**src/mips_settings.svh**
```systemverilog
`ifndef MIPS_SETTINGS_SVH
`define MIPS_SETTINGS_SVH

`default_nettype none

`define MIPS_NB_DATA     32
`define MIPS_NB_REG      5
`define MIPS_NB_IM_ADDR  8           // 256 bytes of program
`define MIPS_NB_DM_ADDR  5           // 32 data words
`define MIPS_NB_BYTE     8
`define MIPS_NB_ALU_OP   3
`define MIPS_OP_HALT     6'b111111

`default_nettype wire

`endif

```
**src/fetch_stage.sv**
```systemverilog
`include "mips_settings.svh"
`timescale 1ns/1ps
`default_nettype none

module fetch_stage (
    input  logic                         i_clock,
    input  logic                         i_rst_n,
    input  logic                         i_run,
    input  logic                         i_stall,
    input  logic                         i_im_write_enable,
    input  logic [`MIPS_NB_IM_ADDR-1:0]  i_im_address,
    input  logic [`MIPS_NB_BYTE-1:0]     i_im_data,
    output logic [`MIPS_NB_DATA-1:0]     o_pc,
    output logic [`MIPS_NB_DATA-1:0]     o_instruction
);
    logic [`MIPS_NB_BYTE-1:0]    imem [2**`MIPS_NB_IM_ADDR];
    logic [`MIPS_NB_DATA-1:0]    pc;
    logic [`MIPS_NB_DATA-1:0]    fetched;
    logic [`MIPS_NB_IM_ADDR-1:0] byte_addr [4];

    // Program is loaded a byte at a time while the core is idle
    always_ff @(posedge i_clock) begin
        if (i_im_write_enable && !i_run) begin
            imem[i_im_address] <= i_im_data;
        end
    end

    always_comb begin
        for (int i = 0; i < 4; i++) begin
            byte_addr[i] = pc[`MIPS_NB_IM_ADDR-1:0] + `MIPS_NB_IM_ADDR'(i);
        end
        fetched = {imem[byte_addr[0]], imem[byte_addr[1]],
                   imem[byte_addr[2]], imem[byte_addr[3]]};   // Big endian
    end

    always_ff @(posedge i_clock) begin
        if (!i_rst_n) begin
            pc            <= '0;
            o_instruction <= '0;                             // Nop
        end else if (i_run && !i_stall) begin
            pc            <= pc + `MIPS_NB_DATA'(4);
            o_instruction <= fetched;
        end
    end

    assign o_pc = pc;

endmodule

`default_nettype wire

```
**config.mk**
```make
export PLATFORM = sky130hd
export DESIGN_NAME = fetch_stage
export DESIGN_NICKNAME = d
export VERILOG_FILES = /design/src/fetch_stage.sv
export VERILOG_INCLUDE_DIRS = /design/src /design/src/src
export SDC_FILE = /design/constraint.sdc
export NUM_CORES = 2
export LEC_CHECK = 0
export BUFFER_PORTS_ARGS = -buffer_cell sky130_fd_sc_hd__clkbuf_2
export CAP_MARGIN = 20
export CORE_ASPECT_RATIO = 1.2
export CORE_MARGIN = 8
export CORE_UTILIZATION = 55
export DETAILED_ROUTE_END_ITERATION = 10
export PLACE_DENSITY_LB_ADDON = 0.05
export SYNTH_ARGS = -nofsm -noshare
export SYNTH_HDL_FRONTEND = slang
export SYNTH_SLANG_ARGS = --single-unit
```
**constraint.sdc**
```tcl
create_clock -name i_clock -period 2.5 [get_ports i_clock]
set_input_delay 0.125 -clock i_clock [delete_from_list [all_inputs] [get_ports i_clock]]
set_output_delay 0.125 -clock i_clock [all_outputs]
set_load 0.01 [all_outputs]
```
Word-level counts from Yosys, hierarchy flattened
Memories as Yosys holds them, arrays and structs flattened. A register that Yosys moved wholly into a read port is not among the register bits. Index checks and enable logic that the tools add are counted. Widths: inputs -> output; s select.

Bits in registers: 32. Memory bits (writable): 2048. Input port bits: 21. Output and inout port bits: 64. Logic and storage cells: 16. Memories kept: 1.

Memories: imem (depth 256, width 8, read ports 4, clocked after Yosys merged registers in 4, write ports 1, line fetch_stage.sv:16) `` logic [`MIPS_NB_BYTE-1:0] imem [2**`MIPS_NB_IM_ADDR]; ``.

Add/subtract/negate cells: 4. Muxes and demuxes: 2. Reductions and logical operators: 8.

Operators by type and width (count): $add 32x3->32 const B (1); $add 8x2->8 const B (2); $add 8x1->8 const B (1); $logic_not 1->1 (6); $logic_and 1x1->1 (2); $mux 1 (2).

Logic depth before layout (Yosys ltp)
Depth in word-level cells: 4. Mapped depth: 10.

Least setup slack after synthesis
Ideal clock, no wire load.

Path kind: reg2reg. Start: reg pc[3] (netlist: o_pc[3]). End: reg o_instruction[30] (read register of imem). Library setup time: 0.126 ns. Arrival: 2.070 ns. Required time: 2.374 ns. Slack: 0.304 ns. Stages on the path, launching flop included: 9. Path buffers: 3. Period minus slack after synthesis: 2.196 ns. Cells stage by stage: dfxtp_1 -> buf_4 -> buf_4 -> buf_2 -> mux4_2 -> a22o_1 -> a211o_1 -> a31oi_1 -> o22ai_1.

RTL lines: from (decl) (line fetch_stage.sv:17) `` logic [`MIPS_NB_DATA-1:0] pc; ``; from (signal assigned) (line fetch_stage.sv:41) `` pc <= pc + `MIPS_NB_DATA'(4); ``; to (decl) (line fetch_stage.sv:14) `` output logic [`MIPS_NB_DATA-1:0] o_instruction ``.

Worst setup path in the final report
Start: reg pc[2] (netlist: o_pc[2]). End: reg o_instruction[7] (read register of imem).

Cells in the longest elaborated chain, start to end: 1.

Ends and longest elaborated chain: $add 8x2->8 (line fetch_stage.sv:30) `` byte_addr[i] = pc[`MIPS_NB_IM_ADDR-1:0] + `MIPS_NB_IM_ADDR'(i); ``.

No other way between the ends. A chain may end at the register's enable or synchronous reset.

==> results.json <==
{
  "seq_power_share_pct": 53.8,
  "number_of_flops_mapped_to_enable_cells_by_yosys": 2048,
  "drtPass1Iterations": 6,
  "cts-root-to-sink-buffers": 3,
  "time_the_worst_path_needs_with_i_o_delays_and_setup_ns": 2.570,
  "grt_overflow": 0,
  "via_count_of_the_first_global_routing_pass": 43740,
  "synth-async-reset-ratio_pct": 0,
  "finalCritPeriodShare_pct": 102.8,
  "end_kind": "flop",
  "drv_cap": 0,
  "cellPowerDensity_mw_per_mm2": 738.9,
  "die_h_um": 439.3,
  "critPathSlowestCell": "mux4_2",
  "slew_violations": 0,
  "final_common_cell": "edfxtp_1",
  "postLayoutCellArea_mm2": 0.09787,
  "synth_seq_cells": 2110,
  "ctsHtreeMaxLevel": 4,
  "synth.yosys.seq_area_share_pct": 76.41,
  "ys_warn_count": 0,
  "ant_nets": 0,
  "placeableCoreArea_mm2": 0.1486,
  "gp_congestion": 0.8526,
  "port-buffer-count": 82,
  "ios": 85,
  "placement_rows": 155,
  "grt_setup_unrepaired": "true",
  "netlist_instances": 4029,
  "run_status": "finished, violations left",
  "flow.area_growth_from_synthesis_pct": 19.20,
  "most-common-layout-cells": "2048 x edfxtp_1, 659 x buf_4, 421 x mux4_2",
  "worstPathBufferInverterCount": 5,
  "fin_ws_ns": -0.06952,
  "drt_first_iter_violations": 5485,
  "achievable-frequency_ghz": 0.3892,
  "setup-violations-final": 7,
  "critical_path.top_delay_family": "multiplexers",
  "internal_power_of_the_cells_uw": 57410,
  "sw_frac_of_total_pct": 20.62,
  "postSynth.topFlopCell": "edfxtp_1",
  "grt_util_all_layers_pct": 27.98,
  "setup.worst_path.start": "o_pc[2]",
  "worst_setup_hold_path_clk_slew_ns": 0.06,
  "crit_path_max_incr_delay_ns": 0.53,
  "timing_worst_slew_pin_value_ns": 0.9200,
  "synth_largest_type_area_fraction_pct": 74.90,
  "final_nets": 4879,
  "ys_types": 74,
  "hold_viol_final": 0,
  "worst_case_register_to_register_setup_slack_ns": -0.07,
  "worst_ep_arrival_time_ns": 3.28,
  "vdd.ir_drop.worst_v": 0.0007578,
  "crit_cells": 10,
  "numCtsBuffers": 197,
  "detailed_place.area_mm2": 0.08984,
  "num_vias": 44160,
  "syn-mean-instance-area_um2": 20.38,
  "drt_drc": 0,
  "cells_along_the_critical_path": "buf_12 -> buf_12 -> buf_8 -> buf_4 -> mux4_2 -> mux2i_2 -> o22ai_1 -> nor4bb_1 -> buf_4 -> a21oi_2",
  "start_util_pct": 55.27,
  "worst_skew_pair.late_latency_ns": 0.84,
  "fin_setup_tns_ns": -0.1992,
  "clock_tree.root_cell": "clkbuf_16",
  "rr_worst_depth": 10,
  "cp_data_required_time_ns": 3.21,
  "routedWlPerCell_um": 32.96,
  "tritoncts_num_sinks": 2110,
  "violations_in_the_final_reports": "negative setup slack",
  "fill_cells": 10060,
  "totalWireLength_um": 230000,
  "post_route_cells_drive_above_1_share_pct": 34.54,
  "leakage_power_uw": 0.03149,
  "place_hpwl_um": 150300,
  "hold_path_class": "input port to flop",
  "path_class": "flop to flop",
  "tritoncts": "yes",
  "die-width_um": 368.7,
  "crit_path_start_kind": "flop",
  "min_path_cells": 4,
  "r2r_start": "o_pc[2]",
  "combinational_share_of_power_pct": 5.3,
  "grt_pass1_wl_um": 323800,
  "grt_antenna_before_repair": 10,
  "grt_max_degree": 97,
  "critPathCapture": "o_instruction[7]",
  "power_frac_clock_pct": 40.8,
  "clock-skew-final_ns": 0.03486,
  "area_leader_netlist": "edfxtp_1",
  "detailed_route_vias_per_instance": 6.328,
  "max-slew-margin-rel_pct": 38.44,
  "crit_fanout": 6,
  "post_synth_instance_area_mm2": 0.08211,
  "r2r-end": "o_instruction[7]",
  "synth.top_cells.by_area": "edfxtp_1 75%, mux4_2 12%, mux2i_1 2.1%",
  "final.hold.worst_slack_ns": 0.06681,
  "design.die.area_mm2": 0.1620,
  "switchingPower_uw": 14910
}
[layout make-up]
cell class / count / area [um2] / share of cell area [%]
clock inverters: 84 / 750.7 / 0.7670
well taps: 1962 / 2455 / 2.508
inverters: 6 / 22.52 / 0.02301
flip-flops and latches: 2110 / 62760 / 64.13
repair buffers: 876 / 7895 / 8.067
clock buffers: 270 / 5553 / 5.674
multi-input cells: 1666 / 18430 / 18.83
diodes: 4 / 10.01 / 0.01023
[timing repair]
| action | in CTS | in global routing |
|---|---|---|
| hold buffers | 18 | 0 |
| setup endpoints to repair | 41 | 35 |
| setup buffers | 18 | 57 |
| cloned | 2 | 6 |
| hold endpoints to repair | 447 | 0 |
| pin swaps | 11 | 22 |
| resized for setup | 62 | 86 |
[power by group through the flow]
stage / Combinational [uW] / Sequential [uW] / Clock, uW
4_1_cts: 3630 / 38900 / 29900
5_1_grt: 4040 / 38900 / 31100
2_1_floorplan: 1720 / 39600 / 0
6_report: 3870 / 38900 / 29500
3_5_place_dp: 3470 / 39700 / 0
3_3_place_gp: 3430 / 39700 / 0
[state kept, by name, summed over array words and instances, names as in the netlist]
register / count
o_instruction: 32
o_pc: 30
imem: 2048
[per-stage QoR]
step / setup WS, ns / std cells / util, % / power, uW
final: -0.06952 / 6978 / 65.88 / 72320
after global routing: -0.07502 / 6976 / 65.88 / 74010
after CTS: -0.08655 / 6912 / 65.20 / 72420
after detailed placement: -0.7632 / 6521 / 60.47 / 43150
after global placement: -0.7686 / 6521 / 60.47 / 43110
after floorplan: 0.3040 / 4030 / - / 41350
[cells by family (layout without fill, tap and decap cells)]
kind of cell	after synthesis	after routing	synth area share [%]
xor+xnor	26	26	0.2773
mux	673	673	14.86
buf+inv	254	1236	1.800
flops	2110	2110	76.41
fa+ha+maj	1	1	0.01524
compound gates	407	407	3.479
simple gates	557	557	3.157
other cells	1	6	0.004567
[worst min path at each step]
stage | startpoint | endpoint
2_1_floorplan | i_im_data[0] | imem[0][0]
4_1_cts | i_im_address[0] | imem[151][1]
3_3_place_gp | o_pc[31] | o_pc[31]
3_5_place_dp | o_pc[31] | o_pc[31]
5_1_grt | i_im_address[0] | imem[151][3]
6_report | i_im_address[0] | imem[151][4]
[tightest hold or removal path: cells and delay by family]
family / cells / cell delay [ns]
buffers and inverters: 2 / 0.35
and+or+nand+nor: 2 / 0.25
[per-layer routing]
layer | track usage (%) | routed length (um)
met2 | 46.54 | 114300
met5 | 0 | 48
met3 | 4.313 | 16750
met1 | 38.76 | 91740
met4 | 8.259 | 7144
[cells in the mapped netlist (10+ instances only)]
| cell type | n |
|---|---|
| dfxtp_1 | 62 |
| a211oi_1 | 31 |
| o21ai_0 | 62 |
| mux4_2 | 420 |
| a211o_1 | 12 |
| o22ai_1 | 54 |
| mux2_2 | 74 |
| xnor2_1 | 23 |
| buf_2 | 60 |
| nand3_1 | 57 |
| and2_1 | 31 |
| buf_4 | 46 |
| o31ai_1 | 10 |
| nor2_1 | 285 |
| o211ai_1 | 11 |
| nand2_1 | 71 |
| clkbuf_1 | 101 |
| a21oi_1 | 52 |
| a22o_1 | 28 |
| edfxtp_1 | 2048 |
| nor2b_1 | 26 |
| buf_6 | 28 |
| a31oi_1 | 15 |
| a221oi_1 | 23 |
| nand4_1 | 20 |
| a22oi_1 | 55 |
| o221ai_1 | 28 |
| mux2i_1 | 172 |
Power figures use the tool's default switching activity.
