## config.mk

```make
export PLATFORM = sky130hd
export DESIGN_NAME = memory_writeback_flat
export DESIGN_NICKNAME = d
export VERILOG_FILES = /design/src/mips_pipe_if.sv /design/src/memory_writeback.sv /design/src/flat_wrapper.sv
export VERILOG_INCLUDE_DIRS = /design/src /design/src/src
export SDC_FILE = /design/constraint.sdc
export NUM_CORES = 1
export LEC_CHECK = 0
export BUFFER_PORTS_ARGS = -buffer_cell sky130_fd_sc_hd__buf_2
export CAP_MARGIN = 20
export CELL_PAD_IN_SITES_DETAIL_PLACEMENT = 1
export CELL_PAD_IN_SITES_GLOBAL_PLACEMENT = 1
export CORE_MARGIN = 2
export CORE_UTILIZATION = 40
export DETAILED_ROUTE_END_ITERATION = 10
export GPL_ROUTABILITY_DRIVEN = 0
export GPL_TIMING_DRIVEN = 0
export PLACE_DENSITY_LB_ADDON = 0.3
export SLEW_MARGIN = 20
export SYNTH_ARGS = -nofsm -noshare
export SYNTH_HDL_FRONTEND = slang
export SYNTH_SLANG_ARGS = --single-unit
```

## constraint.sdc

```tcl
create_clock -name i_clock -period 5.2 [get_ports i_clock]
set_input_delay 0.26 -clock i_clock [delete_from_list [all_inputs] [get_ports i_clock]]
set_output_delay 0.26 -clock i_clock [all_outputs]
set_load 0.05 [all_outputs]
```

## src/mips_settings.svh

```systemverilog
`ifndef MIPS_SETTINGS_SVH
`define MIPS_SETTINGS_SVH

`default_nettype none

`define MIPS_NB_DATA     32
`define MIPS_NB_REG      5
`define MIPS_NB_IM_ADDR  8           // 256 bytes of program
`define MIPS_NB_DM_ADDR  5           // 32 data words
`define MIPS_NB_BYTE     8
`define MIPS_NB_ALU_OP   3
`define MIPS_OP_HALT     6'b111111

`default_nettype wire

`endif

```

## src/mips_pipe_if.sv

```systemverilog
`include "mips_settings.svh"
`timescale 1ns/1ps
`default_nettype none


interface ex_mem_if;
    logic                        reg_write;
    logic                        mem_read;
    logic                        mem_write;
    logic                        mem_to_reg;
    logic                        hlt;
    logic [`MIPS_NB_DATA-1:0]    alu_result;
    logic [`MIPS_NB_DATA-1:0]    store_data;
    logic [`MIPS_NB_REG-1:0]     dest;

    modport execute_mp (output reg_write, mem_read, mem_write, mem_to_reg, hlt,
                        alu_result, store_data, dest);
    modport memory_mp (input reg_write, mem_read, mem_write, mem_to_reg, hlt,
                       alu_result, store_data, dest);
endinterface

`default_nettype wire

```

## src/memory_writeback.sv

```systemverilog
`include "mips_settings.svh"
`timescale 1ns/1ps
`default_nettype none

module memory_writeback (
    input  logic                        i_clock,
    input  logic                        i_rst_n,
    input  logic                        i_run,
    ex_mem_if.memory_mp                 ex_mem,
    output logic                        o_wb_reg_write,
    output logic [`MIPS_NB_REG-1:0]     o_wb_dest,
    output logic [`MIPS_NB_DATA-1:0]    o_wb_data,
    output logic                        o_hlt
);
    logic [`MIPS_NB_DATA-1:0]     dmem [2**`MIPS_NB_DM_ADDR];
    logic [`MIPS_NB_DM_ADDR-1:0]  dm_addr;
    logic                         wb_mem_to_reg;
    logic [`MIPS_NB_DATA-1:0]     wb_alu_result;
    logic [`MIPS_NB_DATA-1:0]     wb_load_data;

    assign dm_addr = ex_mem.alu_result[`MIPS_NB_DM_ADDR+1:2];   // Word address

    always_ff @(posedge i_clock) begin
        if (i_run && ex_mem.mem_write) begin
            dmem[dm_addr] <= ex_mem.store_data;
        end
    end

    always_ff @(posedge i_clock) begin
        if (!i_rst_n) begin
            o_wb_reg_write <= 1'b0;
            wb_mem_to_reg  <= 1'b0;
            o_hlt          <= 1'b0;
        end else if (i_run) begin
            o_wb_reg_write <= ex_mem.reg_write;
            wb_mem_to_reg  <= ex_mem.mem_to_reg;
            o_hlt          <= o_hlt || ex_mem.hlt;        // Sticky until reset
        end
    end

    always_ff @(posedge i_clock) begin
        if (i_run) begin
            o_wb_dest     <= ex_mem.dest;
            wb_alu_result <= ex_mem.alu_result;
            if (ex_mem.mem_read) begin
                wb_load_data <= dmem[dm_addr];
            end
        end
    end

    assign o_wb_data = wb_mem_to_reg ? wb_load_data : wb_alu_result;

endmodule

`default_nettype wire

```

## src/flat_wrapper.sv

```systemverilog
// flat-port wrapper written by rule: the top's interface ports become plain ports
module memory_writeback_flat 
  (i_clock, i_rst_n, i_run, o_wb_reg_write, o_wb_dest, o_wb_data, o_hlt, ex_mem_reg_write, ex_mem_mem_read, ex_mem_mem_write, ex_mem_mem_to_reg, ex_mem_hlt, ex_mem_alu_result, ex_mem_store_data, ex_mem_dest);
  ex_mem_if ex_mem_i ();
  input  logic i_clock;
  input  logic i_rst_n;
  input  logic i_run;
  output logic o_wb_reg_write;
  output logic [`MIPS_NB_REG-1:0] o_wb_dest;
  output logic [`MIPS_NB_DATA-1:0] o_wb_data;
  output logic o_hlt;
  input wire logic [$bits(ex_mem_i.reg_write)-1:0] ex_mem_reg_write;
  input wire logic [$bits(ex_mem_i.mem_read)-1:0] ex_mem_mem_read;
  input wire logic [$bits(ex_mem_i.mem_write)-1:0] ex_mem_mem_write;
  input wire logic [$bits(ex_mem_i.mem_to_reg)-1:0] ex_mem_mem_to_reg;
  input wire logic [$bits(ex_mem_i.hlt)-1:0] ex_mem_hlt;
  input wire logic [$bits(ex_mem_i.alu_result)-1:0] ex_mem_alu_result;
  input wire logic [$bits(ex_mem_i.store_data)-1:0] ex_mem_store_data;
  input wire logic [$bits(ex_mem_i.dest)-1:0] ex_mem_dest;
  assign ex_mem_i.reg_write = ex_mem_reg_write;
  assign ex_mem_i.mem_read = ex_mem_mem_read;
  assign ex_mem_i.mem_write = ex_mem_mem_write;
  assign ex_mem_i.mem_to_reg = ex_mem_mem_to_reg;
  assign ex_mem_i.hlt = ex_mem_hlt;
  assign ex_mem_i.alu_result = ex_mem_alu_result;
  assign ex_mem_i.store_data = ex_mem_store_data;
  assign ex_mem_i.dest = ex_mem_dest;
  memory_writeback u_core (.i_clock(i_clock), .i_rst_n(i_rst_n), .i_run(i_run), .ex_mem(ex_mem_i), .o_wb_reg_write(o_wb_reg_write), .o_wb_dest(o_wb_dest), .o_wb_data(o_wb_data), .o_hlt(o_hlt));
endmodule
```

# After elaboration in Yosys (flattened, before gate mapping)
# Memories as Yosys holds them, arrays and structs flattened. A register that Yosys moved wholly into a read port is not among the register bits.
# Cells that the tools add are included.
[totals]
out_inout_bits = 39
elab_cells = 12
register_bits = 40
in_bits = 77
memories = 1
ram_bits = 1024
[mem_list]
columns = ["memory", "depth", "width", "read_ports", "rd_clocked_by_memory_dff", "wr", "line", "text"]
rows = [
  ["u_core.dmem", 32, 32, 1, 1, 1, "memory_writeback.sv:15", "logic [`MIPS_NB_DATA-1:0] dmem [2**`MIPS_NB_DM_ADDR];"],
]
[classes]
muxes = 3
reduce_logical = 3
[ops]
columns = ["op", "count"]
rows = [
  ["32-bit 2-to-1 mux", 1],
  ["1-bit 2-to-1 mux", 2],
  ["2-bit AND reduction", 1],
  ["1-bit logical AND", 1],
  ["1-bit logical OR", 1],
]

# Depth between registers and ports, before layout
[logic_depth]
depth_word = 3
mapped_depth = 8
depth_no_buf = 4

# Worst setup path after synthesis
# No wires, ideal clock.
[synth_timing]
path_type = "input -> register"
start = "in ex_mem_alu_result[3]"
end = "mem u_core.dmem[25][0] (netlist name), enable pin"
stages = 6
slack_ps = 1280
required_time_ps = 4739
t_arrival_ps = 3459
path_cell_list = "clkbuf_1 buf_4 buf_4 buf_2 nand4b_1 nor3_1"
[synth_rtl]
columns = ["element", "line", "text"]
rows = [
  ["start: declaration", "flat_wrapper.sv:17", "input wire logic [$bits(ex_mem_i.alu_result)-1:0] ex_mem_alu_result;"],
  ["end: declaration", "memory_writeback.sv:15", ""],
]
# Straight into the memory's write port.

# Worst setup path in the final report
[layout_timing]
start = "in ex_mem_alu_result[3]"
end = "mem u_core.dmem[27][16] (netlist name), enable pin"
# Straight into the memory's write port.

==> impl_metrics.json <==
{
  "outcome": "finished, final reports clean",
  "hpwl_mm": 83.8,
  "setup.worst_path.class": "input pin to flip-flop",
  "cpPeakStageDelay_ns": 0.85,
  "routed-via-count": 23000,
  "reg_top3": "u_core.dmem: 1024 flops, u_core.wb_alu_result: 32 flops, u_core.wb_load_data: 32 flops",
  "fin_setup_tns_ns": 0,
  "drt_first_pass_iters": 5,
  "overall_fraction_of_global_route_tracks_in_use_pct": 23.5,
  "total_chip_power_w": 0.0187,
  "cts-htree-levels": 3,
  "timing.final.crit_period_ns": 4.19,
  "max_slew.worst_pin.slew_ns": 1.10,
  "detail-route-antenna-nets": 0,
  "grt-ovfl-total": 0,
  "syn_area_um2": 41700,
  "fp.coreArea_um2": 103000,
  "floorplan.initialDensity_pct": 40.3,
  "yosysWarningCount": 0,
  "timing.critical_path.fanout_max": 10,
  "hold_slack_ns": 0.0826,
  "critPathCaptureType": "flip-flop",
  "finClkSkew_ns": 0.0284,
  "synth_cells": 2193,
  "floorplan.rows": 118,
  "slew_headroom_pct": 26.4,
  "fmax_ghz": 0.239,
  "die_area_um2": 107000,
  "fill_cells": 9665,
  "cts_root_buf": "sky130_fd_sc_hd__clkbuf_16",
  "yosysUniqueCellTypes": 27,
  "place.port_buffers": 115,
  "worst-endpoint-required_ns": 5.58,
  "die_height_um": 327,
  "worstPathArrival_ns": 4.56,
  "antenna_violations_before_repair": 9,
  "syn_to_final_growth_pct": 18.9,
  "cts_max_path_buffers": 3,
  "detail_route.vias_per_cell": 5.75,
  "cts.repair_timing.setup_buffer_count": 0,
  "registers.top_by_ff_count": "u_core.dmem",
  "synth.largest_area_cell": "sky130_fd_sc_hd__edfxtp_1",
  "fin_area_um2": 49500,
  "synth_seq_area_share_pct": 78.9,
  "worstSetupStartpointType": "input pin",
  "tritoncts_num_sinks": 1096,
  "post-synth-top-area-fraction_pct": 78.8,
  "timing.max_cap.violations": 0,
  "grt_first_pass_wirelength_mm": 179,
  "synth.ff_latch_count": 1096,
  "vias_in_the_first_global_route": 24500,
  "leakage_nw": 17.2,
  "wire_length_per_cell_after_detailed_routing_um": 31.6,
  "synth_area_per_cell_um2": 19.0,
  "nNetsFinal": 2609,
  "worstPathCellList": "dlygate4sd3_1, buf_2, clkbuf_1, buf_4, buf_4, buf_2, nand4_1, nor3_2, buf_4, buf_4, buf_4",
  "ys_top_cells_by_area": "sky130_fd_sc_hd__edfxtp_1, sky130_fd_sc_hd__mux2i_1, sky130_fd_sc_hd__o22ai_1, sky130_fd_sc_hd__buf_2, sky130_fd_sc_hd__nor4_1",
  "tritoncts": "done",
  "largest_reg_flops": 1024,
  "largest_net_degree_at_the_start_of_global_routing": 39,
  "ios": 116,
  "mappedNetlistNets": 2270,
  "detail_route.drc_violations": 0,
  "critPathSlowestCell": "sky130_fd_sc_hd__nand4_1",
  "clk_lat_worst_skew_ns": 0.69,
  "hold_path_depth": 1,
  "clk_pin_slew_worst_paths_ns": 0.06,
  "reg2reg_depth": 4,
  "irDropWorstVdd_uv": 252,
  "placedInstanceArea_um2": 45600,
  "report.final.hold_viol_count": 0,
  "setup_viol": 0,
  "timing.reg2reg.setup_slack_ns": 3.10,
  "cpMostUsedCell": "sky130_fd_sc_hd__buf_4",
  "detail_route.wirelength_mm": 127,
  "numCtsBuffers": 111,
  "width_of_the_chip_um": 327,
  "final.period_utilization_pct": 80.5,
  "grt_setup_unrepaired": "false",
  "hold_class": "input pin to flip-flop",
  "power.density_cell_area_nw_per_um2": 377,
  "layout-drive-gt1-share_pct": 19.3,
  "drt_iter0_drc": 2677,
  "slew_violations": 0
}
==> timing repair <==
| item | 4_1_cts | 5_1_grt |
|---|---|---|
| gates resized for setup | 0 | 0 |
| hold buffers | 41 | 0 |
| hold endpoints to repair | 40 | 0 |
==> layout make-up <==
| type | instances | area (um2) | share of cell area [%] |
|---|---|---|---|
| Sequential cell | 1096 | 32900 | 66.4 |
| Timing Repair Buffer | 226 | 2410 | 4.87 |
| Multi-Input combinational cell | 966 | 8270 | 16.7 |
| Buffer | 131 | 736 | 1.49 |
| Clock inverter | 65 | 562 | 1.13 |
| Tap cell | 1380 | 1730 | 3.49 |
| Clock buffer | 137 | 2940 | 5.93 |
| Antenna cell | 1 | 2.50 | 0.00505 |
==> report_power, final <==
part	switching (W)	leakage (nW)	internal, W	total [W]
clock	0.00332	1.72	0.00448	0.00780
combinational	0.000721	5.57	0.000303	0.00102
sequential	0.0000270	9.91	0.00983	0.00985
total	0.00407	17.2	0.0146	0.0187
==> cells in the mapped netlist, drive strengths merged <==
cell / number
nand3: 1
nor4: 64
dfxtp: 3
nand4bb: 6
nor2: 30
o22ai: 256
nand4: 2
edfxtp: 1093
or3b: 2
nand3b: 2
nor3: 4
or3: 2
mux2: 32
a21oi: 1
nor2b: 3
mux2i: 514
clkbuf: 24
buf: 107
nand2: 36
nand4b: 5
or4: 1
and2: 1
or4b: 4
==> worst paths after layout <==
path	start	endpoint
worst max-delay path	ex_mem_alu_result[3]	u_core.dmem[27][16]$_DFFE_PP_
worst min-delay path	ex_mem_store_data[14]	u_core.dmem[26][14]$_DFFE_PP_
worst max register to register	u_core.dmem[27][21]$_DFFE_PP_	u_core.wb_load_data[21]$_DFFE_PP_
worst min register to register	u_core.o_wb_reg_write$_SDFFE_PN0P_	u_core.o_wb_reg_write$_SDFFE_PN0P_
==> placed cells by master (no fill, tap or decap), drive strengths merged <==
cell / Yosys / layout
or4: 1 / 1
or4b: 4 / 4
nor4: 64 / 64
nand4: 2 / 2
inv: 0 / 2
nor3: 4 / 4
nor2b: 3 / 3
dfxtp: 3 / 3
and2: 1 / 1
nand4b: 5 / 5
a21oi: 1 / 1
nand2: 36 / 36
diode: 0 / 1
mux2: 32 / 32
nor2: 30 / 30
clkinv: 0 / 52
nand3: 1 / 1
o22ai: 256 / 256
buf: 107 / 292
dlygate4sd3: 0 / 41
edfxtp: 1093 / 1093
nand3b: 2 / 2
bufinv: 0 / 10
or3b: 2 / 2
clkinvlp: 0 / 1
mux2i: 514 / 514
or3: 2 / 2
nand4bb: 6 / 6
clkbuf: 24 / 161
==> worst max-delay path: cells and delay by family <==
kind          cells  cell delay (ns)
buf+inv           9             2.68
simple gates      2             1.57
==> metrics by stage <==
step / util (%) / worst slack, ns / std cells
floorplan: - / 1.28 / 2193
global placement: 42.5 / -3.00 / 3688
detailed placement: 44.1 / 0.956 / 3758
CTS: 47.9 / 1.12 / 4001
global route: 47.9 / 0.960 / 4001
finish: 47.9 / 1.01 / 4002
==> logic make-up after synthesis <==
logic type	Yosys count	synth area share [%]
compound gates	257	3.86
buf+inv	131	1.76
flops	1096	78.9
mux	546	13.2
simple gates	163	2.22
==> layer usage <==
metal  global-route usage [%]  part of all wire (%)
met1                     31.2                    40
met2                     38.3                    48
met3                     4.29                   7.9
met4                     9.59                   4.1
met5                        0                 0.048
No activity file was read; power rests on OpenSTA's default activity.
