<file path="src/mips_settings.svh">
`ifndef MIPS_SETTINGS_SVH
`define MIPS_SETTINGS_SVH

`default_nettype none

`define MIPS_NB_DATA     32
`define MIPS_NB_REG      5
`define MIPS_NB_IM_ADDR  8           // 256 bytes of program
`define MIPS_NB_DM_ADDR  5           // 32 data words
`define MIPS_NB_BYTE     8
`define MIPS_NB_ALU_OP   3
`define MIPS_OP_HALT     6'b111111

`default_nettype wire

`endif

</file>
<file path="src/mips_pkg.sv">
`include "mips_settings.svh"
`default_nettype none

package mips_pkg;

    typedef enum logic [5:0] {
        OP_RTYPE = 6'h00,
        OP_ADDI  = 6'h08,
        OP_LW    = 6'h23,
        OP_SW    = 6'h2b,
        OP_HALT  = `MIPS_OP_HALT
    } opcode_e;

    typedef enum logic [5:0] {
        FN_ADD = 6'h20,
        FN_SUB = 6'h22,
        FN_AND = 6'h24,
        FN_OR  = 6'h25,
        FN_SLT = 6'h2a
    } funct_e;

    typedef enum logic [`MIPS_NB_ALU_OP-1:0] {
        ALU_ADD,
        ALU_SUB,
        ALU_AND,
        ALU_OR,
        ALU_SLT
    } alu_op_e;

    typedef enum logic [1:0] {
        FWD_REG,                         // Register file value
        FWD_MEM,                         // EX/MEM ALU result
        FWD_WB                           // Writeback data
    } fwd_sel_e;

endpackage

`default_nettype wire

</file>
<file path="src/mips_pipe_if.sv">
`include "mips_settings.svh"
`timescale 1ns/1ps
`default_nettype none

interface id_ex_if;
    logic                        reg_write;
    logic                        mem_read;
    logic                        mem_write;
    logic                        mem_to_reg;
    logic                        alu_src;
    logic                        reg_dest;
    logic                        hlt;
    logic [`MIPS_NB_ALU_OP-1:0]  alu_op;
    logic [`MIPS_NB_DATA-1:0]    data_a;
    logic [`MIPS_NB_DATA-1:0]    data_b;
    logic [`MIPS_NB_DATA-1:0]    immediate;
    logic [`MIPS_NB_REG-1:0]     rs;
    logic [`MIPS_NB_REG-1:0]     rt;
    logic [`MIPS_NB_REG-1:0]     rd;

    modport decode_mp (output reg_write, mem_read, mem_write, mem_to_reg, alu_src,
                       reg_dest, hlt, alu_op, data_a, data_b, immediate, rs, rt, rd);
    modport execute_mp (input reg_write, mem_read, mem_write, mem_to_reg, alu_src,
                        reg_dest, hlt, alu_op, data_a, data_b, immediate, rs, rt, rd);
endinterface

interface ex_mem_if;
    logic                        reg_write;
    logic                        mem_read;
    logic                        mem_write;
    logic                        mem_to_reg;
    logic                        hlt;
    logic [`MIPS_NB_DATA-1:0]    alu_result;
    logic [`MIPS_NB_DATA-1:0]    store_data;
    logic [`MIPS_NB_REG-1:0]     dest;

    modport execute_mp (output reg_write, mem_read, mem_write, mem_to_reg, hlt,
                        alu_result, store_data, dest);
    modport memory_mp (input reg_write, mem_read, mem_write, mem_to_reg, hlt,
                       alu_result, store_data, dest);
endinterface

`default_nettype wire

</file>
<file path="src/execute_stage.sv">
`include "mips_settings.svh"
`timescale 1ns/1ps
`default_nettype none

module execute_stage (
    input  logic                        i_clock,
    input  logic                        i_rst_n,
    input  logic                        i_run,
    input  logic                        i_wb_reg_write,
    input  logic [`MIPS_NB_REG-1:0]     i_wb_dest,
    input  logic [`MIPS_NB_DATA-1:0]    i_wb_data,
    id_ex_if.execute_mp                 id_ex,
    ex_mem_if.execute_mp                ex_mem
);
    import mips_pkg::*;

    fwd_sel_e                  fwd_a;
    fwd_sel_e                  fwd_b;
    logic [`MIPS_NB_DATA-1:0]  opnd_a;
    logic [`MIPS_NB_DATA-1:0]  opnd_b;
    logic [`MIPS_NB_DATA-1:0]  alu_in_b;
    logic [`MIPS_NB_DATA-1:0]  alu_out;
    logic [`MIPS_NB_REG-1:0]   dest;

    // Younger result in MEM wins over WB
    function automatic fwd_sel_e pick_fwd(input logic [`MIPS_NB_REG-1:0] src,
                                          input logic mem_we,
                                          input logic [`MIPS_NB_REG-1:0] mem_dest,
                                          input logic wb_we,
                                          input logic [`MIPS_NB_REG-1:0] wb_dest);
        fwd_sel_e sel;
        if (mem_we && mem_dest != '0 && mem_dest == src) begin
            sel = FWD_MEM;
        end else if (wb_we && wb_dest != '0 && wb_dest == src) begin
            sel = FWD_WB;
        end else begin
            sel = FWD_REG;
        end
        return sel;
    endfunction

    function automatic logic [`MIPS_NB_DATA-1:0] fwd_value(input fwd_sel_e sel,
                                                           input logic [`MIPS_NB_DATA-1:0] reg_val,
                                                           input logic [`MIPS_NB_DATA-1:0] mem_val,
                                                           input logic [`MIPS_NB_DATA-1:0] wb_val);
        logic [`MIPS_NB_DATA-1:0] value;
        case (sel)
            FWD_MEM: value = mem_val;
            FWD_WB:  value = wb_val;
            default: value = reg_val;
        endcase
        return value;
    endfunction

    assign fwd_a = pick_fwd(id_ex.rs, ex_mem.reg_write, ex_mem.dest, i_wb_reg_write, i_wb_dest);
    assign fwd_b = pick_fwd(id_ex.rt, ex_mem.reg_write, ex_mem.dest, i_wb_reg_write, i_wb_dest);

    assign opnd_a   = fwd_value(fwd_a, id_ex.data_a, ex_mem.alu_result, i_wb_data);
    assign opnd_b   = fwd_value(fwd_b, id_ex.data_b, ex_mem.alu_result, i_wb_data);
    assign alu_in_b = id_ex.alu_src ? id_ex.immediate : opnd_b;
    assign dest     = id_ex.reg_dest ? id_ex.rd : id_ex.rt;

    always_comb begin
        case (alu_op_e'(id_ex.alu_op))
            ALU_SUB: alu_out = opnd_a - alu_in_b;
            ALU_AND: alu_out = opnd_a & alu_in_b;
            ALU_OR:  alu_out = opnd_a | alu_in_b;
            ALU_SLT: alu_out = {{(`MIPS_NB_DATA-1){1'b0}}, $signed(opnd_a) < $signed(alu_in_b)};
            default: alu_out = opnd_a + alu_in_b;
        endcase
    end

    always_ff @(posedge i_clock) begin
        if (!i_rst_n) begin
            ex_mem.reg_write  <= 1'b0;
            ex_mem.mem_read   <= 1'b0;
            ex_mem.mem_write  <= 1'b0;
            ex_mem.mem_to_reg <= 1'b0;
            ex_mem.hlt        <= 1'b0;
        end else if (i_run) begin
            ex_mem.reg_write  <= id_ex.reg_write;
            ex_mem.mem_read   <= id_ex.mem_read;
            ex_mem.mem_write  <= id_ex.mem_write;
            ex_mem.mem_to_reg <= id_ex.mem_to_reg;
            ex_mem.hlt        <= id_ex.hlt;
        end
    end

    always_ff @(posedge i_clock) begin
        if (i_run) begin
            ex_mem.alu_result <= alu_out;
            ex_mem.store_data <= opnd_b;         // Forwarded rt for sw
            ex_mem.dest       <= dest;
        end
    end

endmodule

`default_nettype wire

</file>
<file path="src/flat_wrapper.sv">
// flat-port wrapper written by rule: the top's interface ports become plain ports
module execute_stage_flat import mips_pkg::*;
  (i_clock, i_rst_n, i_run, i_wb_reg_write, i_wb_dest, i_wb_data, id_ex_reg_write, id_ex_mem_read, id_ex_mem_write, id_ex_mem_to_reg, id_ex_alu_src, id_ex_reg_dest, id_ex_hlt, id_ex_alu_op, id_ex_data_a, id_ex_data_b, id_ex_immediate, id_ex_rs, id_ex_rt, id_ex_rd, ex_mem_reg_write, ex_mem_mem_read, ex_mem_mem_write, ex_mem_mem_to_reg, ex_mem_hlt, ex_mem_alu_result, ex_mem_store_data, ex_mem_dest);
  id_ex_if id_ex_i ();
  ex_mem_if ex_mem_i ();
  input  logic i_clock;
  input  logic i_rst_n;
  input  logic i_run;
  input  logic i_wb_reg_write;
  input  logic [`MIPS_NB_REG-1:0] i_wb_dest;
  input  logic [`MIPS_NB_DATA-1:0] i_wb_data;
  input wire logic [$bits(id_ex_i.reg_write)-1:0] id_ex_reg_write;
  input wire logic [$bits(id_ex_i.mem_read)-1:0] id_ex_mem_read;
  input wire logic [$bits(id_ex_i.mem_write)-1:0] id_ex_mem_write;
  input wire logic [$bits(id_ex_i.mem_to_reg)-1:0] id_ex_mem_to_reg;
  input wire logic [$bits(id_ex_i.alu_src)-1:0] id_ex_alu_src;
  input wire logic [$bits(id_ex_i.reg_dest)-1:0] id_ex_reg_dest;
  input wire logic [$bits(id_ex_i.hlt)-1:0] id_ex_hlt;
  input wire logic [$bits(id_ex_i.alu_op)-1:0] id_ex_alu_op;
  input wire logic [$bits(id_ex_i.data_a)-1:0] id_ex_data_a;
  input wire logic [$bits(id_ex_i.data_b)-1:0] id_ex_data_b;
  input wire logic [$bits(id_ex_i.immediate)-1:0] id_ex_immediate;
  input wire logic [$bits(id_ex_i.rs)-1:0] id_ex_rs;
  input wire logic [$bits(id_ex_i.rt)-1:0] id_ex_rt;
  input wire logic [$bits(id_ex_i.rd)-1:0] id_ex_rd;
  output wire logic [$bits(ex_mem_i.reg_write)-1:0] ex_mem_reg_write;
  output wire logic [$bits(ex_mem_i.mem_read)-1:0] ex_mem_mem_read;
  output wire logic [$bits(ex_mem_i.mem_write)-1:0] ex_mem_mem_write;
  output wire logic [$bits(ex_mem_i.mem_to_reg)-1:0] ex_mem_mem_to_reg;
  output wire logic [$bits(ex_mem_i.hlt)-1:0] ex_mem_hlt;
  output wire logic [$bits(ex_mem_i.alu_result)-1:0] ex_mem_alu_result;
  output wire logic [$bits(ex_mem_i.store_data)-1:0] ex_mem_store_data;
  output wire logic [$bits(ex_mem_i.dest)-1:0] ex_mem_dest;
  assign id_ex_i.reg_write = id_ex_reg_write;
  assign id_ex_i.mem_read = id_ex_mem_read;
  assign id_ex_i.mem_write = id_ex_mem_write;
  assign id_ex_i.mem_to_reg = id_ex_mem_to_reg;
  assign id_ex_i.alu_src = id_ex_alu_src;
  assign id_ex_i.reg_dest = id_ex_reg_dest;
  assign id_ex_i.hlt = id_ex_hlt;
  assign id_ex_i.alu_op = id_ex_alu_op;
  assign id_ex_i.data_a = id_ex_data_a;
  assign id_ex_i.data_b = id_ex_data_b;
  assign id_ex_i.immediate = id_ex_immediate;
  assign id_ex_i.rs = id_ex_rs;
  assign id_ex_i.rt = id_ex_rt;
  assign id_ex_i.rd = id_ex_rd;
  assign ex_mem_reg_write = ex_mem_i.reg_write;
  assign ex_mem_mem_read = ex_mem_i.mem_read;
  assign ex_mem_mem_write = ex_mem_i.mem_write;
  assign ex_mem_mem_to_reg = ex_mem_i.mem_to_reg;
  assign ex_mem_hlt = ex_mem_i.hlt;
  assign ex_mem_alu_result = ex_mem_i.alu_result;
  assign ex_mem_store_data = ex_mem_i.store_data;
  assign ex_mem_dest = ex_mem_i.dest;
  execute_stage u_core (.i_clock(i_clock), .i_rst_n(i_rst_n), .i_run(i_run), .i_wb_reg_write(i_wb_reg_write), .i_wb_dest(i_wb_dest), .i_wb_data(i_wb_data), .id_ex(id_ex_i), .ex_mem(ex_mem_i));
endmodule
</file>
<file path="config.mk">
export PLATFORM = sky130hd
export DESIGN_NAME = execute_stage_flat
export DESIGN_NICKNAME = d
export VERILOG_FILES = /design/src/mips_pkg.sv /design/src/mips_pipe_if.sv /design/src/execute_stage.sv /design/src/flat_wrapper.sv
export VERILOG_INCLUDE_DIRS = /design/src /design/src/src
export SDC_FILE = /design/constraint.sdc
export NUM_CORES = 1
export LEC_CHECK = 0
export BUFFER_PORTS_ARGS = -buffer_cell sky130_fd_sc_hd__buf_4
export CORE_ASPECT_RATIO = 0.8
export CORE_UTILIZATION = 30
export DETAILED_ROUTE_END_ITERATION = 8
export PLACE_DENSITY = 0.54
export SETUP_SLACK_MARGIN = 0.02
export SYNTH_ARGS = -nofsm -noshare
export SYNTH_HDL_FRONTEND = slang
export SYNTH_SLANG_ARGS = --single-unit
</file>
<file path="constraint.sdc">
create_clock -name i_clock -period 9 [get_ports i_clock]
set_input_delay 0.9 -clock i_clock [delete_from_list [all_inputs] [get_ports i_clock]]
set_output_delay 0.9 -clock i_clock [all_outputs]
set_load 0.1 [all_outputs]
</file>
# Word level (Yosys, flattened, before mapping)
# Index checks and enable logic that the tools add are counted.
[op_classes] n_addsub=2 magnitude_cmp=1 n_eq_ne=12 muxes=9 bitwise=2 n_reduce_logical=8
[op_table] cell="$pmux W32 S2" count=2
[op_table] cell="$pmux W32 S4" count=1
[op_table] cell="$add A32 B32 Y32" count=1
[op_table] cell="$and A32 B32 Y32" count=1
[op_table] cell="$lt A32 B32 Y1" count=1
[op_table] cell="$mux W32" count=1
[op_table] cell="$or A32 B32 Y32" count=1
[op_table] cell="$sub A32 B32 Y32" count=1
[op_table] cell="$eq A5 B5 Y1" count=4
[op_table] cell="$reduce_bool A5 Y1" count=2
[op_table] cell="$mux W2" count=4
[op_table] cell="$eq A3 B2 Y1 const B" count=2
[op_table] cell="$logic_and A1 B1 Y1" count=6
[op_table] cell="$mux W5" count=1
[op_table] cell="$eq A2 B1 Y1 const B" count=2
[op_table] cell="$eq A2 B2 Y1 const B" count=2
[op_table] cell="$eq A3 B1 Y1 const B" count=1
[op_table] cell="$eq A3 B3 Y1 const B" count=1
[totals] register_bits=74 inputBits=162 out_inout_bits=74 elab_cells=42

# Longest topological paths before layout
[depth] depth_word=10 depth_mapped=20 mapped_depth_nobuf=19

# Worst setup path after synthesis
# OpenSTA, ideal clock, no wires.
[synth_path] kind="flip-flop to flip-flop" from="register u_core.ex_mem.dest[0] (netlist bit)" to="register u_core.ex_mem.alu_result[28] (netlist bit) (data pin)" setup_time_ns=0.261 arrival_ns=5.031 t_required_ns=8.739 setup_slack_ns=3.708 path_stages_with_launch=19 path_buffers=1 synth_period_minus_slack_ns=5.292 path_cell_list="edfxtp_1 > or4_1 > o21ai_1 > nor4_1 > clkbuf_1 > nand2_1 > o21ai_1 > ha_1 > inv_1 > fa_1 > nor2_1 > o21ai_1 > a31oi_1 > o21ai_1 > a31o_1 > a211o_1 > o31a_1 > xnor2_1 > a221o_1"
[synth_via] elab_chain_len=9 word_cells_on_any_way=20 cone_classes="add/sub (2); eq/ne (6); mux (6); bitwise (2); reduce/logical (4)"
[synth_lines] item="start, declared" line_no="mips_pipe_if.sv:38" text="alu_result, store_data, dest);"
[synth_lines] item="$reduce_bool A5 Y1" line_no="execute_stage.sv:32" text="if (mem_we && mem_dest != '0 && mem_dest == src) begin"
[synth_lines] item="$logic_and A1 B1 Y1 (2 in series)" line_no="execute_stage.sv:32"
[synth_lines] item="$mux W2" line_no="execute_stage.sv:32"
[synth_lines] item="$eq A2 B2 Y1 or $eq A2 B1 Y1 (tied branches)" line_no="execute_stage.sv:47" text="case (sel)"
[synth_lines] item="$pmux W32 S2" line_no="execute_stage.sv:47"
[synth_lines] item="$mux W32" line_no="execute_stage.sv:60" text="assign alu_in_b = id_ex.alu_src ? id_ex.immediate : opnd_b;"
[synth_lines] item="$add A32 B32 Y32, or another cell as far along" line_no="execute_stage.sv:69" text="default: alu_out = opnd_a + alu_in_b;"
[synth_lines] item="$pmux W32 S4 (*)" line_no="execute_stage.sv:64" text="case (alu_op_e'(id_ex.alu_op))"
[synth_lines] item="net u_core.alu_out[28]" line_no="execute_stage.sv:22" text="logic [`MIPS_NB_DATA-1:0] alu_out;"
[synth_lines] item="end signal, assigned" line_no="execute_stage.sv:91" text="ex_mem.alu_result <= alu_out;"
[synth_lines] item="end, declared" line_no="mips_pipe_if.sv:38"
# Mark *: on every way through the listed nets, which the timed path passes. The rest lies on a longest branch.
# A chain may end at the register's enable or synchronous reset.

# Final worst setup path
[layout_path] from="input i_wb_dest[0]" to="register u_core.ex_mem.alu_result[26] (netlist bit) (data pin)"
[layout_via] elab_chain_len=10 word_cells_on_any_way=22 cone_classes="add/sub (2); eq/ne (6); mux (8); bitwise (2); reduce/logical (4)"
[layout_lines] item="start, declared" line_no="flat_wrapper.sv:10" text="input logic [`MIPS_NB_REG-1:0] i_wb_dest;"
[layout_lines] item="$reduce_bool A5 Y1" line_no="execute_stage.sv:34" text="end else if (wb_we && wb_dest != '0 && wb_dest == src) begin"
[layout_lines] item="$logic_and A1 B1 Y1" line_no="execute_stage.sv:34"
[layout_lines] item="$logic_and A1 B1 Y1 (*)" line_no="execute_stage.sv:34"
[layout_lines] item="$mux W2 (*)" line_no="execute_stage.sv:34"
[layout_lines] item="$mux W2 (*)" line_no="execute_stage.sv:32"
[layout_lines] item="$eq A2 B2 Y1 or $eq A2 B1 Y1 (tied branches)" line_no="execute_stage.sv:47"
[layout_lines] item="$pmux W32 S2 (*)" line_no="execute_stage.sv:47"
[layout_lines] item="net u_core.opnd_b[0]" line_no="execute_stage.sv:20" text="logic [`MIPS_NB_DATA-1:0] opnd_b;"
[layout_lines] item="$mux W32 (*)" line_no="execute_stage.sv:60"
[layout_lines] item="$add A32 B32 Y32 or $sub A32 B32 Y32 (tied branches)" line_no="execute_stage.sv:69, execute_stage.sv:65"
[layout_lines] item="$pmux W32 S4 (*)" line_no="execute_stage.sv:64"
[layout_lines] item="net u_core.alu_out[26]" line_no="execute_stage.sv:22"
# Marked as above.

==> reports/results.ini <==
[detailed_routing]
drt_wl_total_um = 32700
viasPerCell = 5.29
drc = 0
ant_nets = 0
drtIter0Drc = 612
drt-pass1-iter-count = 5
wl_per_cell_um = 18.8
vias = 9202

[critical_path]
critPathMaxFanout = 18
worst_setup_path_start_kind = primary input
cp.required_ns = 9.08
cpMostUsedCell = o21ai_1
worstSetupPathType = in2reg
cpPeakStageDelay_ns = 0.52
crit_arrival_ns = 5.51
cp-end-kind = flip-flop
slowest_stage = or4_1
path_cells = buf_4 > or4_1 > o21ai_1 > nor4_4 > buf_4 > mux2i_1 > o21ai_1 > mux2i_1 > inv_1 > ha_1 > fa_1 > nor2b_1 > o31a_1 > o21ai_1 > o31ai_1 > o21ai_1 > a32o_1 > o211ai_1 > xnor2_1 > o221ai_1

[sta]
worstMarginPinSlew_ns = 1.03
period_share_pct = 60.4
fin_tns_setup_ns = 0
rsz0062_at_grt = no
setup_viol = 0
relSlewSlack_pct = 31.3
fin_skew_ns = 0.0111
slew_viol_final = 0
fin_crit_ns = 5.44
max_freq_mhz = 184
fin_hold_ws_ns = 0.538
hold_viol_final = 0

[cells_and_area]
final_area_um2 = 11700
nets = 1590
antenna_cells = 0
reg_top3 = u_core.ex_mem.alu_result x32, u_core.ex_mem.store_data x32, u_core.ex_mem.dest x5
areaGrowthSynthToFinish_pct = 26.8
fillers = 3130
drive_above_1_share_pct = 22.4

[global_routing]
antenna_found_initial = 0
grt_overflow_total = 0
grt_first_pass_wirelength_um = 50100
grt_max_degree = 65
grt_pass1_vias = 9002
grt.total_usage_pct = 20.6

[clock_network]
cts_tree = done
cts_resized = 0
numClockSinks = 74
cts.clk_slew.worst_paths_ns = 0.07
clk_latency_ns = 0.36
hold_buffers = 0
postCtsSetupRepairBufs = 0
clock_path_buffers = 2
root_buffer = clkbuf_16
htree_levels = 3
cts_buffers = 9

[yosys]
ys_seq_area_share_pct = 23.6
yosysWarnings = 0
ys_top_cells_by_count = nand2_1, mux2i_1, inv_1
post-synth-top-count-cell = nand2_1
synthFlopType = edfxtp_1
postSynthNetCount = 1398
synth_top_cell_by_area = edfxtp_1
syn_area_um2 = 9200
async_reset_ff_share_pct = 0
syn_inst = 1137
synth_edf_count = 69
ys_types = 84
yosys-top-cells-area = edfxtp_1, ha_1, mux2i_1, nand2_1, o21ai_1
synthDominantCellAreaShare_pct = 22.5
syn_area_per_cell_um2 = 8.09
ys_seq_elements = 74

[power_and_ir_drop]
p_leak_nw = 4.95
ir_worst_vdd_mv = 0.115
power_density_nw_per_um2 = 155

[floorplanning]
core_um2 = 29700
initial_core_util_pct = 31.0
die_y_um = 159
die_area_um2 = 31400
pin_count = 236
die_w_um = 198
row_count = 56

[place]
portBuffers = 235
placed_area_um2 = 11300
dp_hpwl_um = 24900
gp_congestion = 0.893

[status]
status = completed

[worst_hold_path]
hold_class = reg2reg

[job]
maxCapViolCount = 0

final cells by class:
type                            instances  area [µm²]  share of cell area [%]
Multi-Input combinational cell        894        6410                    55.0
Sequential cell                        74        2170                    18.6
Timing Repair Buffer                  249        1870                    16.0
Tap cell                              406         508                    4.36
Inverter                              101         379                    3.25
Clock buffer                           14         308                    2.64
Clock inverter                          2        12.5                   0.107
metrics by stage:
stage / worst slack, ns / utilization, % / cells / total power [W]
after floorplan: 3.71 / - / 1137 / 0.00114
after global placement: 3.34 / 38.2 / 1724 / 0.00141
after detailed placement: 3.26 / 38.2 / 1724 / 0.00141
after CTS: 3.63 / 39.2 / 1740 / 0.00182
after global routing: 3.22 / 39.2 / 1740 / 0.00190
final: 3.56 / 39.2 / 1740 / 0.00181
path summary, 6_finish.rpt:
kind                                            end  cells past startpoint  slack (ns)                             startpoint
max reg2reg  u_core.ex_mem.alu_result[26]$_DFFE_PP_                     19        3.81        u_core.ex_mem.dest[0]$_DFFE_PP_
min           u_core.ex_mem.mem_to_reg$_SDFFE_PN0P_                      2        0.54  u_core.ex_mem.mem_to_reg$_SDFFE_PN0P_
max          u_core.ex_mem.alu_result[26]$_DFFE_PP_                     20        3.56                           i_wb_dest[0]
min reg2reg   u_core.ex_mem.mem_to_reg$_SDFFE_PN0P_                      2        0.54  u_core.ex_mem.mem_to_reg$_SDFFE_PN0P_
power breakdown:
group	internal, W	switching [W]	total (W)
clock	0.000238	0.000167	0.000405
sequential	0.000429	0.0000303	0.000459
combinational	0.000293	0.000652	0.000945
total	0.000960	0.000849	0.00181
metal layers:
metal | track usage, % | wire length [µm]
met3 | 3.26 | 2020
met2 | 34.3 | 14900
met1 | 27.9 | 15300
met5 | 0 | 0
met4 | 4.69 | 509
logic make-up after synthesis:
logic type                 count (synthesis)  synth area share (%)
and+or+nand+nor                          295                  15.1
adders and majority gates                 99                  13.6
buffers and inverters                    169                  7.32
muxes                                    112                  12.3
xor gates and xnor gates                  28                  2.67
AOI/OAI and AO/OA                        360                  25.4
DFF                                       74                  23.6
critical path: cells and delay by family:
kind	cells	cell delay, ns
and+or+nand+nor	3	0.77
AOI/OAI and AO/OA	9	2.09
muxes	2	0.42
xor gates and xnor gates	1	0.14
buffers and inverters	3	0.46
adders and majority gates	2	0.70
layout by cell type, fill, tap and decap left out, types with 4 or more instances in the layout:
| cell | n |
|---|---|
| inv_1 | 100 |
| nand2_1 | 116 |
| nand3_1 | 15 |
| mux2i_1 | 104 |
| nand2b_1 | 15 |
| o21bai_1 | 9 |
| o31ai_1 | 5 |
| clkbuf_16 | 12 |
| mux2_2 | 8 |
| o31a_1 | 5 |
| o21ai_0 | 53 |
| a31oi_1 | 8 |
| o221a_2 | 7 |
| o211ai_1 | 7 |
| ha_1 | 97 |
| nor2_1 | 74 |
| nand4_1 | 5 |
| edfxtp_1 | 69 |
| and2_1 | 4 |
| a21oi_1 | 68 |
| nor3_1 | 11 |
| dfxtp_1 | 5 |
| a21o_1 | 12 |
| o22ai_1 | 28 |
| o21a_1 | 7 |
| o21ai_1 | 79 |
| xor2_1 | 10 |
| a221oi_1 | 14 |
| xnor2_1 | 16 |
| buf_4 | 249 |
| a211oi_1 | 8 |
| or4_1 | 5 |
| or3_1 | 6 |
| nor2b_1 | 22 |
No activity file was read; power rests on OpenSTA's default activity.
